<file path="src/sine_table.hex">
// one signed 12-bit sine sample per line, addresses 0 to 63, one full period
000
0C9
18F
252
30F
3C5
471
513
5A7
62E
6A6
70D
763
7A7
7D8
7F5
7FF
7F5
7D8
7A7
763
70D
6A6
62E
5A7
513
471
3C5
30F
252
18F
0C9
000
F37
E71
DAE
CF1
C3B
B8F
AED
A59
9D2
95A
8F3
89D
859
828
80B
801
80B
828
859
89D
8F3
95A
9D2
A59
AED
B8F
C3B
CF1
DAE
E71
F37

</file>
<file path="src/hdl/dds_pkg.sv">
`default_nettype none

package dds_pkg;

   //////////////////////////////////////////////////////////////////////
   // sample and phase types
   //////////////////////////////////////////////////////////////////////

   typedef logic signed [11:0] sample_t;      // two's complement sample
   typedef logic [31:0] phase_t;              // accumulator phase

   localparam sample_t SAMPLE_MAX = 12'sh7FF;  // +2047
   localparam sample_t SAMPLE_MIN = 12'sh800;  // -2048

   typedef struct packed {
      sample_t sine;
      sample_t cosine;
      sample_t square;
      sample_t sawtooth;
   } wave_set_t;

   typedef enum logic [1:0] {
      WAVE_SINE     = 2'd0,
      WAVE_COSINE   = 2'd1,
      WAVE_SQUARE   = 2'd2,
      WAVE_SAWTOOTH = 2'd3
   } wave_sel_e;

   typedef enum logic [1:0] {
      MOD_ASK          = 2'd0,
      MOD_BPSK         = 2'd1,
      MOD_LFSR_DISPLAY = 2'd2,
      MOD_OFF          = 2'd3
   } mod_sel_e;

   //////////////////////////////////////////////////////////////////////
   // keyboard events
   //////////////////////////////////////////////////////////////////////

   typedef struct packed {
      logic       ready;                      // one-cycle strobe
      logic [7:0] code;                       // make or break code
   } key_event_t;

   typedef logic [31:0] key_word_t;

   localparam int NUM_KEYS = 17;

   // 1..8, F1, F2, N, M, SPACE, LEFT, RIGHT, UP, DOWN
   localparam logic [7:0] KEY_MAKE_CODES [NUM_KEYS] = '{
      8'h01, 8'h02, 8'h03, 8'h04, 8'h05, 8'h06, 8'h07, 8'h08,
      8'h09, 8'h0A, 8'h0B, 8'h0C, 8'h0D, 8'h0E, 8'h0F, 8'h10, 8'h11
   };

   localparam string SINE_TABLE_FILE = "/design/src/sine_table.hex";
   localparam int    SINE_ADDR_BITS  = 6;

endpackage

`default_nettype wire

</file>
<file path="src/hdl/dds_lab_top.sv">
`timescale 1ns/10ps
`default_nettype none

module dds_lab_top
   import dds_pkg::*;
#(
   parameter phase_t      PHASE_INC = 32'd258,
   parameter int unsigned TICK_DIV  = 25
)
(
   input  wire logic       CLK_25MHZ,
   input  wire logic       reset_from_key,
   input  wire wave_sel_e  wave_select,
   input  wire mod_sel_e   mod_select,
   input  wire key_event_t key_event,
   output sample_t         signal_sample,
   output sample_t         modulated_sample,
   output key_word_t       held_keys
);

   wave_set_t waves;
   logic      lfsr_bit;

   //////////////////////////////////////////////////////////////////////
   // signal generation
   //////////////////////////////////////////////////////////////////////

   dds_waveform_gen #(
      .PHASE_INC (PHASE_INC)
   ) u_wavegen (
      .CLK_25MHZ      (CLK_25MHZ),
      .reset_from_key (reset_from_key),
      .waves          (waves)
   );

   lfsr_bit_source #(
      .TICK_DIV (TICK_DIV)
   ) u_lfsr (
      .CLK_25MHZ      (CLK_25MHZ),
      .reset_from_key (reset_from_key),
      .lfsr_bit       (lfsr_bit)
   );

   signal_modulator u_modulator (
      .CLK_25MHZ        (CLK_25MHZ),
      .reset_from_key   (reset_from_key),
      .waves            (waves),
      .lfsr_bit         (lfsr_bit),
      .wave_select      (wave_select),
      .mod_select       (mod_select),
      .signal_sample    (signal_sample),      // phase of cycle n at n+2
      .modulated_sample (modulated_sample)
   );

   // keyboard flags
   key_hold_tracker u_keys (
      .CLK_25MHZ      (CLK_25MHZ),
      .reset_from_key (reset_from_key),
      .key_event      (key_event),
      .held_keys      (held_keys)
   );

endmodule

`default_nettype wire

</file>
<file path="src/hdl/dds_waveform_gen.sv">
`timescale 1ns/10ps
`default_nettype none

module dds_waveform_gen
   import dds_pkg::*;
#(
   parameter phase_t PHASE_INC = 32'd258
)
(
   input  wire logic CLK_25MHZ,
   input  wire logic reset_from_key,
   output wave_set_t waves
);

   localparam int TABLE_DEPTH = 2**SINE_ADDR_BITS;
   localparam logic [SINE_ADDR_BITS-1:0] QUARTER_TURN = SINE_ADDR_BITS'(TABLE_DEPTH / 4);

   phase_t                    phase;
   sample_t                   sine_rom [TABLE_DEPTH];
   logic [SINE_ADDR_BITS-1:0] sin_addr;
   logic [SINE_ADDR_BITS-1:0] cos_addr;

   // one full period for sine and cosine
   initial
   begin
      $readmemh(SINE_TABLE_FILE, sine_rom);
   end

   //////////////////////////////////////////////////////////////////////
   // phase accumulator
   //////////////////////////////////////////////////////////////////////

   always_ff @(posedge CLK_25MHZ)
   begin
      if (reset_from_key)
      begin
         phase <= '0;
      end
      else
      begin
         phase <= phase + PHASE_INC;                  // wraps at 2^32
      end
   end

   assign sin_addr = phase[$bits(phase_t)-1 -: SINE_ADDR_BITS];
   assign cos_addr = sin_addr + QUARTER_TURN;        // 90 degrees ahead with wrap

   //////////////////////////////////////////////////////////////////////
   // registered sample outputs
   //////////////////////////////////////////////////////////////////////

   always_ff @(posedge CLK_25MHZ)
   begin
      if (reset_from_key)
      begin
         waves <= '0;
      end
      else
      begin
         waves.sine     <= sine_rom[sin_addr];
         waves.cosine   <= sine_rom[cos_addr];
         waves.square   <= phase[$bits(phase_t)-1] ? SAMPLE_MIN : SAMPLE_MAX;
         waves.sawtooth <= $signed(phase[$bits(phase_t)-1 -: $bits(sample_t)]);
      end
   end

endmodule

`default_nettype wire

</file>
<file path="src/hdl/key_hold_tracker.sv">
`timescale 1ns/10ps
`default_nettype none

module key_hold_tracker
   import dds_pkg::*;
(
   input  wire logic       CLK_25MHZ,
   input  wire logic       reset_from_key,
   input  wire key_event_t key_event,
   output key_word_t       held_keys
);

   localparam logic [7:0] BREAK_FLAG = 8'h80;       // break = make with bit 7 set
   localparam int         PAD_BITS   = $bits(key_word_t) - NUM_KEYS;

   logic [NUM_KEYS-1:0] held;
   logic [NUM_KEYS-1:0] make_hit;
   logic [NUM_KEYS-1:0] break_hit;

   //////////////////////////////////////////////////////////////////////
   // event decode
   //////////////////////////////////////////////////////////////////////

   // key index i lands on bit NUM_KEYS-1-i, so key "1" is the top flag
   always_comb
   begin
      make_hit  = '0;
      break_hit = '0;
      for (int i = 0; i < NUM_KEYS; i++)
      begin
         make_hit[NUM_KEYS-1-i]  = key_event.ready &&
                                   (key_event.code == KEY_MAKE_CODES[i]);
         break_hit[NUM_KEYS-1-i] = key_event.ready &&
                                   (key_event.code == (KEY_MAKE_CODES[i] | BREAK_FLAG));
      end
   end

   //////////////////////////////////////////////////////////////////////
   // held flags
   //////////////////////////////////////////////////////////////////////

   always_ff @(posedge CLK_25MHZ)
   begin
      if (reset_from_key)
      begin
         held <= '0;
      end
      else
      begin
         held <= (held | make_hit) & ~break_hit;     // unknown codes leave flags alone
      end
   end

   assign held_keys = {{PAD_BITS{1'b0}}, held};

endmodule

`default_nettype wire

</file>
<file path="src/hdl/lfsr_bit_source.sv">
`timescale 1ns/10ps
`default_nettype none

module lfsr_bit_source
#(
   parameter int unsigned TICK_DIV = 25
)
(
   input  wire logic CLK_25MHZ,
   input  wire logic reset_from_key,
   output logic      lfsr_bit
);

   localparam int         CNT_W     = $clog2(TICK_DIV);
   localparam logic [4:0] LFSR_SEED = 5'b00001;
   localparam logic [4:0] LFSR_TAPS = 5'b10100;     // x^5 + x^3 + 1

   logic [CNT_W-1:0] div_cnt;
   logic             tick;
   logic [4:0]       lfsr;

   assign tick = (div_cnt == CNT_W'(TICK_DIV - 1));  // last count of the period

   //////////////////////////////////////////////////////////////////////
   // tick divider
   //////////////////////////////////////////////////////////////////////

   always_ff @(posedge CLK_25MHZ)
   begin
      if (reset_from_key)
         div_cnt <= '0;
      else if (tick)
         div_cnt <= '0;
      else
         div_cnt <= div_cnt + 1'b1;
   end

   // Galois form where bit 0 shifts out and folds the taps back in
   always_ff @(posedge CLK_25MHZ)
   begin
      if (reset_from_key)
         lfsr <= LFSR_SEED;
      else if (tick)
         lfsr <= {1'b0, lfsr[4:1]} ^ (lfsr[0] ? LFSR_TAPS : 5'b00000);
   end

   assign lfsr_bit = lfsr[0];

endmodule

`default_nettype wire

</file>
<file path="src/hdl/signal_modulator.sv">
`timescale 1ns/10ps
`default_nettype none

module signal_modulator
   import dds_pkg::*;
(
   input  wire logic      CLK_25MHZ,
   input  wire logic      reset_from_key,
   input  wire wave_set_t waves,
   input  wire logic      lfsr_bit,
   input  wire wave_sel_e wave_select,
   input  wire mod_sel_e  mod_select,
   output sample_t        signal_sample,
   output sample_t        modulated_sample
);

   sample_t sel_wave;
   sample_t mod_value;

   //////////////////////////////////////////////////////////////////////
   // waveform select
   //////////////////////////////////////////////////////////////////////

   always_comb
   begin
      case (wave_select)
         WAVE_SINE:   sel_wave = waves.sine;
         WAVE_COSINE: sel_wave = waves.cosine;
         WAVE_SQUARE: sel_wave = waves.square;
         default:     sel_wave = waves.sawtooth;
      endcase
   end

   //////////////////////////////////////////////////////////////////////
   // modulation
   //////////////////////////////////////////////////////////////////////

   always_comb
   begin
      case (mod_select)
         MOD_ASK:          mod_value = lfsr_bit ? sel_wave : '0;      // on/off keying
         MOD_BPSK:         mod_value = lfsr_bit ? -sel_wave : sel_wave; // -2048 maps to itself
         MOD_LFSR_DISPLAY: mod_value = lfsr_bit ? SAMPLE_MIN : '0;
         default:          mod_value = '0;                            // output off
      endcase
   end

   always_ff @(posedge CLK_25MHZ)
   begin
      if (reset_from_key)
      begin
         signal_sample    <= '0;
         modulated_sample <= '0;
      end
      else
      begin
         signal_sample    <= sel_wave;
         modulated_sample <= mod_value;
      end
   end

endmodule

`default_nettype wire

</file>
<file path="config.mk">
export PLATFORM = sky130hd
export DESIGN_NAME = dds_lab_top
export DESIGN_NICKNAME = d
export VERILOG_FILES = /design/src/hdl/dds_pkg.sv /design/src/hdl/dds_lab_top.sv /design/src/hdl/dds_waveform_gen.sv /design/src/hdl/key_hold_tracker.sv /design/src/hdl/lfsr_bit_source.sv /design/src/hdl/signal_modulator.sv
export SDC_FILE = /design/constraint.sdc
export NUM_CORES = 1
export LEC_CHECK = 0
export ABC_CLOCK_PERIOD_IN_PS = 7700
export BUFFER_PORTS_ARGS = -buffer_cell sky130_fd_sc_hd__buf_2
export CORE_UTILIZATION = 52
export DETAILED_ROUTE_END_ITERATION = 8
export PLACE_DENSITY = 0.75
export SLEW_MARGIN = 20
export SYNTH_ARGS = -nofsm -noshare
export SYNTH_HDL_FRONTEND = slang
export SYNTH_SLANG_ARGS = --single-unit
</file>
<file path="constraint.sdc">
create_clock -name CLK_25MHZ -period 7.7 [get_ports CLK_25MHZ]
set_input_delay 1.54 -clock CLK_25MHZ [delete_from_list [all_inputs] [get_ports CLK_25MHZ]]
set_output_delay 1.54 -clock CLK_25MHZ [all_outputs]
set_load 0.1 [all_outputs]
</file>
==> out/metrics.yaml, run 1 <==
ys_ff_latch: 95
rsz0062_at_grt: "no"
crit_fanout: 22
synthAdderAreaFrac: 0.0119
htreeDepth: 3
track_usage: 0.218
wl_per_cell_um: 13.7
tns_ns: 0
ys_seq_area_frac: 0.451
synth_edf_count: 0
cp-start-kind: "input port"
cellInternalPower_uw: 681
startpoint: "wave_select[0]"
synth_compound_area_frac: 0.137
relSlewSlack: 0.466
hp-start: "u_wavegen.phase[31]$_SDFF_PP0_"
root_buffer: "clkbuf_8"
p_sw_uw: 281
placed_cells: 602
synthSimpleGateAreaFrac: 0.251
end_kind: "flop"
synth-xor-area-share: 0.0249
pin_count: 71
fill_cells: 694
cts_setup_buffers: 0
power.leakage_uw: 0.00188
combPwrFrac: 0.130
antenna_found_initial: 0
min_period_ns: 3.66
die_w_um: 92.1
tritoncts: "yes"
ys.warnings.count: 0
cts_hold_buf: 0
core_um2: 7810
avgViaCountPerCell: 5.63
drv_cap: 0
cts.sinks: 95
areaGrowthSynthToFinish_pct: 10.5
grt_pass1_wl_um: 14700
clock_skew_ns: 0.0113
hp-class: "flop to flop"
grt_start_max_net_pins: 83
drt_iter0_markers: 123
place.gp.congestion: 0.860
drive_above_1_share: 0.188
n_antenna_cell: 0
clk_latency_ns: 0.37
via_count: 3472
fmax_mhz: 273
status: "completed"
drt-total-wl_um: 8470
synth_top_family_by_area: "simple AND/OR/NAND/NOR gates"
synth_area_um2: 4220
cts_buffer_depth: 2
clk_pin_slew_ns: 0.10
ys_types: 58
setup_viol: 0
finalMaxSlewViolations: 0
initial_core_util: 0.541
first_global_vias: 3201
synth.area.mux_share: 0.0611
timing_hold_violations_final: 0
syn_inst: 472
grt.overflow.total: 0
tightestPinTransition_ns: 0.800
synth_top_flop_cell: "dfxtp_1"
drc: 0
stdcell_count: 617
ctsResizeCount: 0
syn_area_per_cell_um2: 8.94
antenna_left: 0
placement.io_buffers: 55
min_period_over_period: 0.476
die_y_um: 92.1
placementRows: 32
crit_required_ns: 7.97
dieArea_um2: 8480
finalNetCount: 530
dp_hpwl_um: 5830
critPathKind: "input port to flop"
ir_worst_vdd_mv: 0.0890
cp_data_arrival_time_ns: 3.93
seq_power_share: 0.526
clkPwrFrac: 0.344
power_switching_share: 0.292
cts_inserted_buffers: 9
firstDrtPassIters: 4
async_flop_share: 0
powerDensity_nw_per_um2: 206
timing.rr.start: "u_wavegen.waves[22]$_SDFF_PP0_"
critical path: stages:
cell       delay (ns)
buf_2            0.29
and2b_1          0.30
o21ai_0          0.35
ha_1             0.36
nand4bb_1        0.15
or4_4            0.45
and4_4           0.20
or3_1            0.29
state kept, by name, indices dropped and copies added (netlist names):
signal                        count
u_modulator.signal_sample        12
u_lfsr.div_cnt                    5
u_keys.held                      17
u_lfsr.lfsr                       5
u_wavegen.phase                  31
u_modulator.modulated_sample     12
u_wavegen.waves                  13
cell usage after synthesis, types with 3 or more instances:
master    instances  area share
nand3_1          14       0.017
ha_1              4       0.012
or3_1            14       0.021
and3_1            3      0.0044
o21ai_0          25       0.030
and4_1            4      0.0083
a211o_1           3      0.0062
a211oi_1         12       0.021
mux2i_1          10       0.024
nor2_1           62       0.055
a21oi_1          25       0.030
xor2_1            6       0.012
nand2_1          16       0.014
nand4_1           9       0.013
a311oi_1          3      0.0062
buf_4            15       0.027
dfxtp_1          95        0.45
mux2_2           14       0.037
o31ai_1           3      0.0053
nor2b_1          15       0.022
clkbuf_1         20       0.018
nor3_1           14       0.017
inv_1             9      0.0080
nor3b_1           3      0.0053
or2_2             3      0.0044
and2_1            8       0.012
nand2b_1          6      0.0089
buf_1             6      0.0053
a31oi_1           6      0.0089
nor4b_1           6       0.012
xnor2_1           6       0.012
power by group through the flow:
| stage | logic, uW | registers (uW) | clock network (uW) |
|---|---|---|---|
| 2_1_floorplan | 82.5 | 545 | 0 |
| 3_3_place_gp | 122 | 516 | 0 |
| 6_report | 125 | 505 | 331 |
| 5_1_grt | 134 | 507 | 361 |
| 3_5_place_dp | 124 | 517 | 0 |
| 4_1_cts | 124 | 505 | 336 |
cell type report:
| cell class | count | area (um2) | share of cell area |
|---|---|---|---|
| multi-input combinational | 338 | 2110 | 0.452 |
| sequential | 95 | 1900 | 0.408 |
| timing repair buffer | 58 | 298 | 0.0639 |
| clock buffer | 10 | 138 | 0.0295 |
| tap | 102 | 128 | 0.0274 |
| clock inverter | 5 | 57.6 | 0.0123 |
| inverter | 9 | 33.8 | 0.00724 |
per-stage QoR:
| step | setup WS [ns] | hold WS (ns) | instance area [um2] | util | power [uW] |
|---|---|---|---|---|---|
| 3_5_place_dp | 3.68 | 0.410 | 4470 | 0.572 | 641 |
| 4_1_cts | 4.07 | 0.423 | 4660 | 0.597 | 965 |
| 6_report | 4.04 | 0.421 | 4660 | 0.597 | 962 |
| 3_3_place_gp | 3.79 | 0.399 | 4470 | 0.572 | 639 |
| 5_1_grt | 3.85 | 0.458 | 4660 | 0.597 | 1000 |
| 2_1_floorplan | 4.03 | 0.393 | 4270 | - | 628 |
logic make-up (layout without fill, tap and decap cells):
| family | count (synthesis) | after routing |
|---|---|---|
| and+or+nand+nor | 193 | 193 |
| xor gates and xnor gates | 12 | 12 |
| DFF | 95 | 95 |
| AOI/OAI and AO/OA | 90 | 90 |
| muxes | 24 | 24 |
| buffers and inverters | 53 | 82 |
| adders and majority gates | 4 | 4 |
| other | 1 | 15 |
final timing paths:
path	endpoint	slack, ns	cells after the start
max	u_modulator.modulated_sample[10]$_SDFF_PP0_	4.04	8
max reg2reg	u_modulator.modulated_sample[10]$_SDFF_PP0_	5.12	7
min reg2reg	u_wavegen.waves[22]$_SDFF_PP0_	0.42	1
min	u_wavegen.waves[22]$_SDFF_PP0_	0.42	1
routing by layer:
metal	track usage	up-vias	wire, um
met5	0	-	0
met4	0.0990	0	169
met3	0.0481	14	470
met2	0.353	127	3940
met1	0.276	1603	3890
li1	-	1728	-
cells in the final DEF, fill, tap and decap left out, types with 10 or more instances in the layout:
cell type | synthesis | final
nor2_1 | 62 | 62
mux2_2 | 14 | 14
o21ai_0 | 25 | 25
or3_1 | 14 | 14
a211oi_1 | 12 | 12
nor2b_1 | 15 | 15
conb_1 | 1 | 15
clkbuf_8 | 0 | 10
mux2i_1 | 10 | 10
dfxtp_1 | 95 | 95
nand3_1 | 14 | 14
buf_2 | 2 | 55
a21oi_1 | 25 | 25
nor3_1 | 14 | 14
nand2_1 | 16 | 16
No activity file was read; power rests on OpenSTA's default activity.
==> run 2, diff against run 1 <==
- ABC_CLOCK_PERIOD_IN_PS: 7700 -> 3600
- clock period: 7.7 -> 3.6 ns (I/O delays scaled with it)
==> run 2 against run 1 <==
  * Combinational power is 110% higher
  * Register-to-register slack worse by 4.1 ns
  * Flip-flop and latch count unchanged
  * First-iteration DRC count grew 24%
  * Critical path depth did not move
  * Non-clock buffer count decreased by 1
  * Setup slack got worse by 3.3 ns
  * Via count grew 1.5%
  * Core utilization is the same
  * Cell count shrank 0.16%
==> out/metrics.yaml, run 2 (synthesis results as in run 1) <==
timing_hold_violations_final: 0
hold_ws_ns: 0.417
final_common_cell: "dfxtp_1"
critPathKind: "input port to flop"
clk_latency_ns: 0.36
status: "completed"
clk_pin_slew_ns: 0.09
drv_cap: 0
powerDensity_nw_per_um2: 441
setup_viol: 0
cts_setup_buffers: 0
htreeDepth: 3
drt_iter0_markers: 152
top_register: "u_wavegen.phase"
largest_reg_flops: 31
cts.sinks: 95
root_buffer: "clkbuf_8"
ctsResizeCount: 0
timing.rr.start: "u_wavegen.waves[22]$_SDFF_PP0_"
core_um2: 7810
drt-total-wl_um: 8570
hp-start: "u_wavegen.phase[31]$_SDFF_PP0_"
rsz0062_at_grt: "no"
antenna_found_initial: 0
n_antenna_cell: 0
cp_data_arrival_time_ns: 3.13
fmax_mhz: 347
tns_ns: 0
via_count: 3523
largestRegisters: "u_wavegen.phase: 31 flops, u_keys.held: 17 flops, u_wavegen.waves: 13 flops"
final_cell_mix: "95 x dfxtp_1, 62 x nor2_1, 55 x buf_2"
cts_hold_buf: 0
wl_per_cell_um: 13.9
cp-start-kind: "input port"
placement.io_buffers: 55
end_kind: "flop"
relSlewSlack: 0.530
cts_buffer_depth: 2
grt_pass1_wl_um: 14400
crit_required_ns: 3.85
tightestPinTransition_ns: 0.705
grt_start_max_net_pins: 56
finalNetCount: 529
min_period_over_period: 0.800
pin_count: 71
placementRows: 32
rrSetupSlack_ns: 1.02
grt.overflow.total: 0
finalPower_uw: 2050
die_y_um: 92.1
power.leakage_uw: 0.00188
drc: 0
die_w_um: 92.1
finalMaxSlewViolations: 0
min_period_ns: 2.88
drive_above_1_share: 0.189
hp-class: "flop to flop"
place.gp.congestion: 0.839
initial_core_util: 0.541
antenna_left: 0
clock_skew_ns: 0.0101
startpoint: "wave_select[0]"
ir_worst_vdd_mv: 0.184
first_global_vias: 3080
track_usage: 0.212
areaGrowthSynthToFinish_pct: 10.5
avgViaCountPerCell: 5.72
tritoncts: "yes"
dieArea_um2: 8480
dp_hpwl_um: 5880
firstDrtPassIters: 4
cts_inserted_buffers: 9
crit_fanout: 22
==> run 2: cell count changes in the layout (fill, tap and decap cells not counted) <==
| cell | change |
|---|---|
| buf_4 | -1 |
| a41oi_2 | +1 |
| a41oi_1 | -1 |
==> run 2: power by group <==
| group | total [uW] | switching [uW] | internal [uW] |
|---|---|---|---|
| clock network | 707 | 369 | 338 |
| logic | 267 | 217 | 49.9 |
| registers | 1080 | 13.6 | 1070 |
==> run 2: worst max-delay path, stage by stage <==
cell and delay [ns]:
buf_2 0.29, and2b_1 0.31, o21ai_0 0.38, ha_1 0.35, nand4bb_1 0.15, or4_4 0.44, and4_4 0.20, or3_1 0.29
==> run 2: cell type report <==
class	count	area, um2
clock buffer	10	138
clock inverter	5	57.6
fill	698	3140
inverter	9	33.8
multi-input combinational	338	2110
sequential	95	1900
tap	102	128
timing repair buffer	57	290
==> run 2: path summary, 6_finish.rpt <==
| path | endpoint | cells past startpoint |
|---|---|---|
| max reg2reg | u_modulator.modulated_sample[10]$_SDFF_PP0_ | 7 |
| min reg2reg | u_wavegen.waves[22]$_SDFF_PP0_ | 1 |
| max | u_modulator.modulated_sample[10]$_SDFF_PP0_ | 8 |
| min | u_wavegen.waves[22]$_SDFF_PP0_ | 1 |
==> run 2: metal layers <==
layer,GRT usage,vias to the layer above,part of all wire
met1,0.275,1656,0.47
met5,0,-,0
met2,0.343,122,0.46
met3,0.0423,14,0.054
li1,-,1731,-
met4,0.0859,0,0.017
==> run 2: through the flow <==
| stage | utilization | cells | setup slack [ns] | cell area, um2 |
|---|---|---|---|---|
| global placement | 0.571 | 601 | 0.498 | 4460 |
| global route | 0.597 | 616 | 0.562 | 4660 |
| finish | 0.597 | 616 | 0.720 | 4660 |
| floorplan | - | 486 | 0.753 | 4270 |
| CTS | 0.597 | 616 | 0.774 | 4660 |
| detailed placement | 0.572 | 601 | 0.412 | 4470 |
==> run 3, diff against run 2 <==
- ABC_CLOCK_PERIOD_IN_PS: 3600 -> 2800
- clock period: 3.6 -> 2.8 ns (I/O delays scaled with it)
==> run 3 against run 2 <==
  * Clock power increased by 29%
  * Sequential share of layout area is 0.58 points lower
  * Sequential power up 29%
  * Highest routed layer unchanged
==> out/metrics.yaml, run 3 (synthesis results as in run 1) <==
htreeDepth: 3
cts.sinks: 95
cts_inserted_buffers: 9
fill_cells: 713
tightestPinTransition_ns: 0.516
dp_hpwl_um: 5850
dr_wl_met2_um: 3770
largest_reg_flops: 31
avgViaCountPerCell: 5.55
drt_iter0_markers: 114
crit_family: "simple AND/OR/NAND/NOR gates"
combPwrFrac: 0.132
crit_fanout: 7
wl_met3_um: 521
grt.overflow.total: 0
startpoint: "u_wavegen.waves[22]$_SDFF_PP0_"
power.leakage_uw: 0.00191
min_period_ns: 2.26
cp-start-kind: "flop"
setup.worst_path.end: "u_modulator.modulated_sample[10]$_SDFF_PP0_"
final_common_cell: "dfxtp_1"
placed_area_um2: 4530
stdcell_count: 624
seq_power_share: 0.523
crit_required_ns: 3.04
dieArea_um2: 8480
firstDrtPassIters: 5
track_usage: 0.213
grt_pass1_wl_um: 14500
initial_core_util: 0.541
ctsResizeCount: 0
antenna_left: 0
first_global_vias: 3100
place.gp.congestion: 0.871
rsz0062_at_grt: "no"
via_count: 3461
tritoncts: "yes"
cp_data_arrival_time_ns: 2.50
highest_layer: "met4"
final_cell_mix: "95 x dfxtp_1, 62 x nor2_1, 55 x buf_2"
clkPwrFrac: 0.345
powerDensity_nw_per_um2: 561
finalInstanceArea_um2: 4730
wl_met1_um: 3920
drv_cap: 0
hp-start: "u_wavegen.phase[31]$_SDFF_PP0_"
root_buffer: "clkbuf_8"
critPathKind: "flop to flop"
die_y_um: 92.1
rrSetupSlack_ns: 0.54
relSlewSlack: 0.652
cp_slowest_cell: "or4_4"
timing_hold_violations_final: 0
r2r_end: "u_modulator.modulated_sample[10]$_SDFF_PP0_"
areaGrowthSynthToFinish_pct: 12.1
largestRegisters: "u_wavegen.phase: 31 flops, u_keys.held: 17 flops, u_wavegen.waves: 13 flops"
top_register: "u_wavegen.phase"
clock_skew_ns: 0.0113
drt-total-wl_um: 8370
drive_above_1_share: 0.199
pin_count: 71
cts_setup_buffers: 0
rr_worst_depth: 7
core_um2: 7810
cts_buffer_depth: 2
clk_latency_ns: 0.36
antenna_found_initial: 0
worst-path-stages: 7
clk_pin_slew_ns: 0.09
wl_per_cell_um: 13.4
hp-class: "flop to flop"
placed_cells: 608
p_sw_uw: 771
max_stage_delay_ns: 0.43
grt_start_max_net_pins: 75
crit_buf_inv: 0
placementRows: 32
fmax_mhz: 443
status: "completed"
power_switching_share: 0.290
min_period_over_period: 0.806
die_w_um: 92.1
timing.rr.start: "u_wavegen.waves[22]$_SDFF_PP0_"
placement.io_buffers: 55
finalNetCount: 536
cellInternalPower_uw: 1880
n_antenna_cell: 0
path_cells: "and2b_1 > o21ai_0 > ha_1 > nand4bb_1 > or4_4 > and4_4 > or3_1"
setup_viol: 0
ir_worst_vdd_mv: 0.256
cts_hold_buf: 0
end_kind: "flop"
hold_ws_ns: 0.420
finalMaxSlewViolations: 0
drc: 0
finalPower_uw: 2650
tns_ns: 0
run 3: cell count changes in the layout (fill, tap and decap cells not counted):
cell / before / now
clkinvlp_4: 0 / 2
a41oi_1: 0 / 1
buf_4: 2 / 8
a41oi_2: 1 / 0
buf_12: 0 / 1
clkinv_2: 2 / 1
run 3: worst min path at each step:
| stage | end | slack [ns] | cells past startpoint |
|---|---|---|---|
| 3_5_place_dp | u_wavegen.waves[22]$_SDFF_PP0_ | 0.41 | 1 |
| 2_1_floorplan | u_wavegen.waves[22]$_SDFF_PP0_ | 0.39 | 1 |
| 3_3_place_gp | u_wavegen.waves[22]$_SDFF_PP0_ | 0.40 | 1 |
| 6_report | u_wavegen.waves[22]$_SDFF_PP0_ | 0.42 | 1 |
| 4_1_cts | u_wavegen.waves[22]$_SDFF_PP0_ | 0.42 | 1 |
| 5_1_grt | u_wavegen.waves[22]$_SDFF_PP0_ | 0.44 | 1 |
run 3: layer usage:
layer / global-route usage / vias up
met1: 0.287 / 1584
met5: 0 / -
met4: 0.0964 / 0
li1: - / 1737
met3: 0.0489 / 17
met2: 0.325 / 123
run 3: through the flow:
step | setup slack, ns | util
after CTS | 0.540 | 0.606
after floorplan | 0.113 | -
after global routing | 0.400 | 0.606
after detailed placement | 0.173 | 0.580
final | 0.542 | 0.606
after global placement | 0.298 | 0.580
run 3: final cells by class:
| cell class | instances | area (um2) | share of cell area |
|---|---|---|---|
| clock inverter | 6 | 67.6 | 0.0143 |
| multi-input combinational | 338 | 2110 | 0.445 |
| timing repair buffer | 64 | 355 | 0.0751 |
| sequential | 95 | 1900 | 0.402 |
| tap | 102 | 128 | 0.0270 |
| clock buffer | 10 | 138 | 0.0291 |
| inverter | 9 | 33.8 | 0.00714 |
run 3: power groups by stage:
stage	clock [uW]	combinational (uW)	sequential [uW]
floorplan	0	227	1500
finish	914	351	1390
global placement	0	344	1420
detailed placement	0	348	1420
global route	997	376	1390
CTS	936	349	1390
run 3: worst reg2reg max path, delay by kind of cell (launching register included):
family                     cells  cell delay, ns
DFF                            1            0.39
AOI/OAI and AO/OA              1            0.27
and+or+nand+nor                5            1.27
adders and majority gates      1            0.23
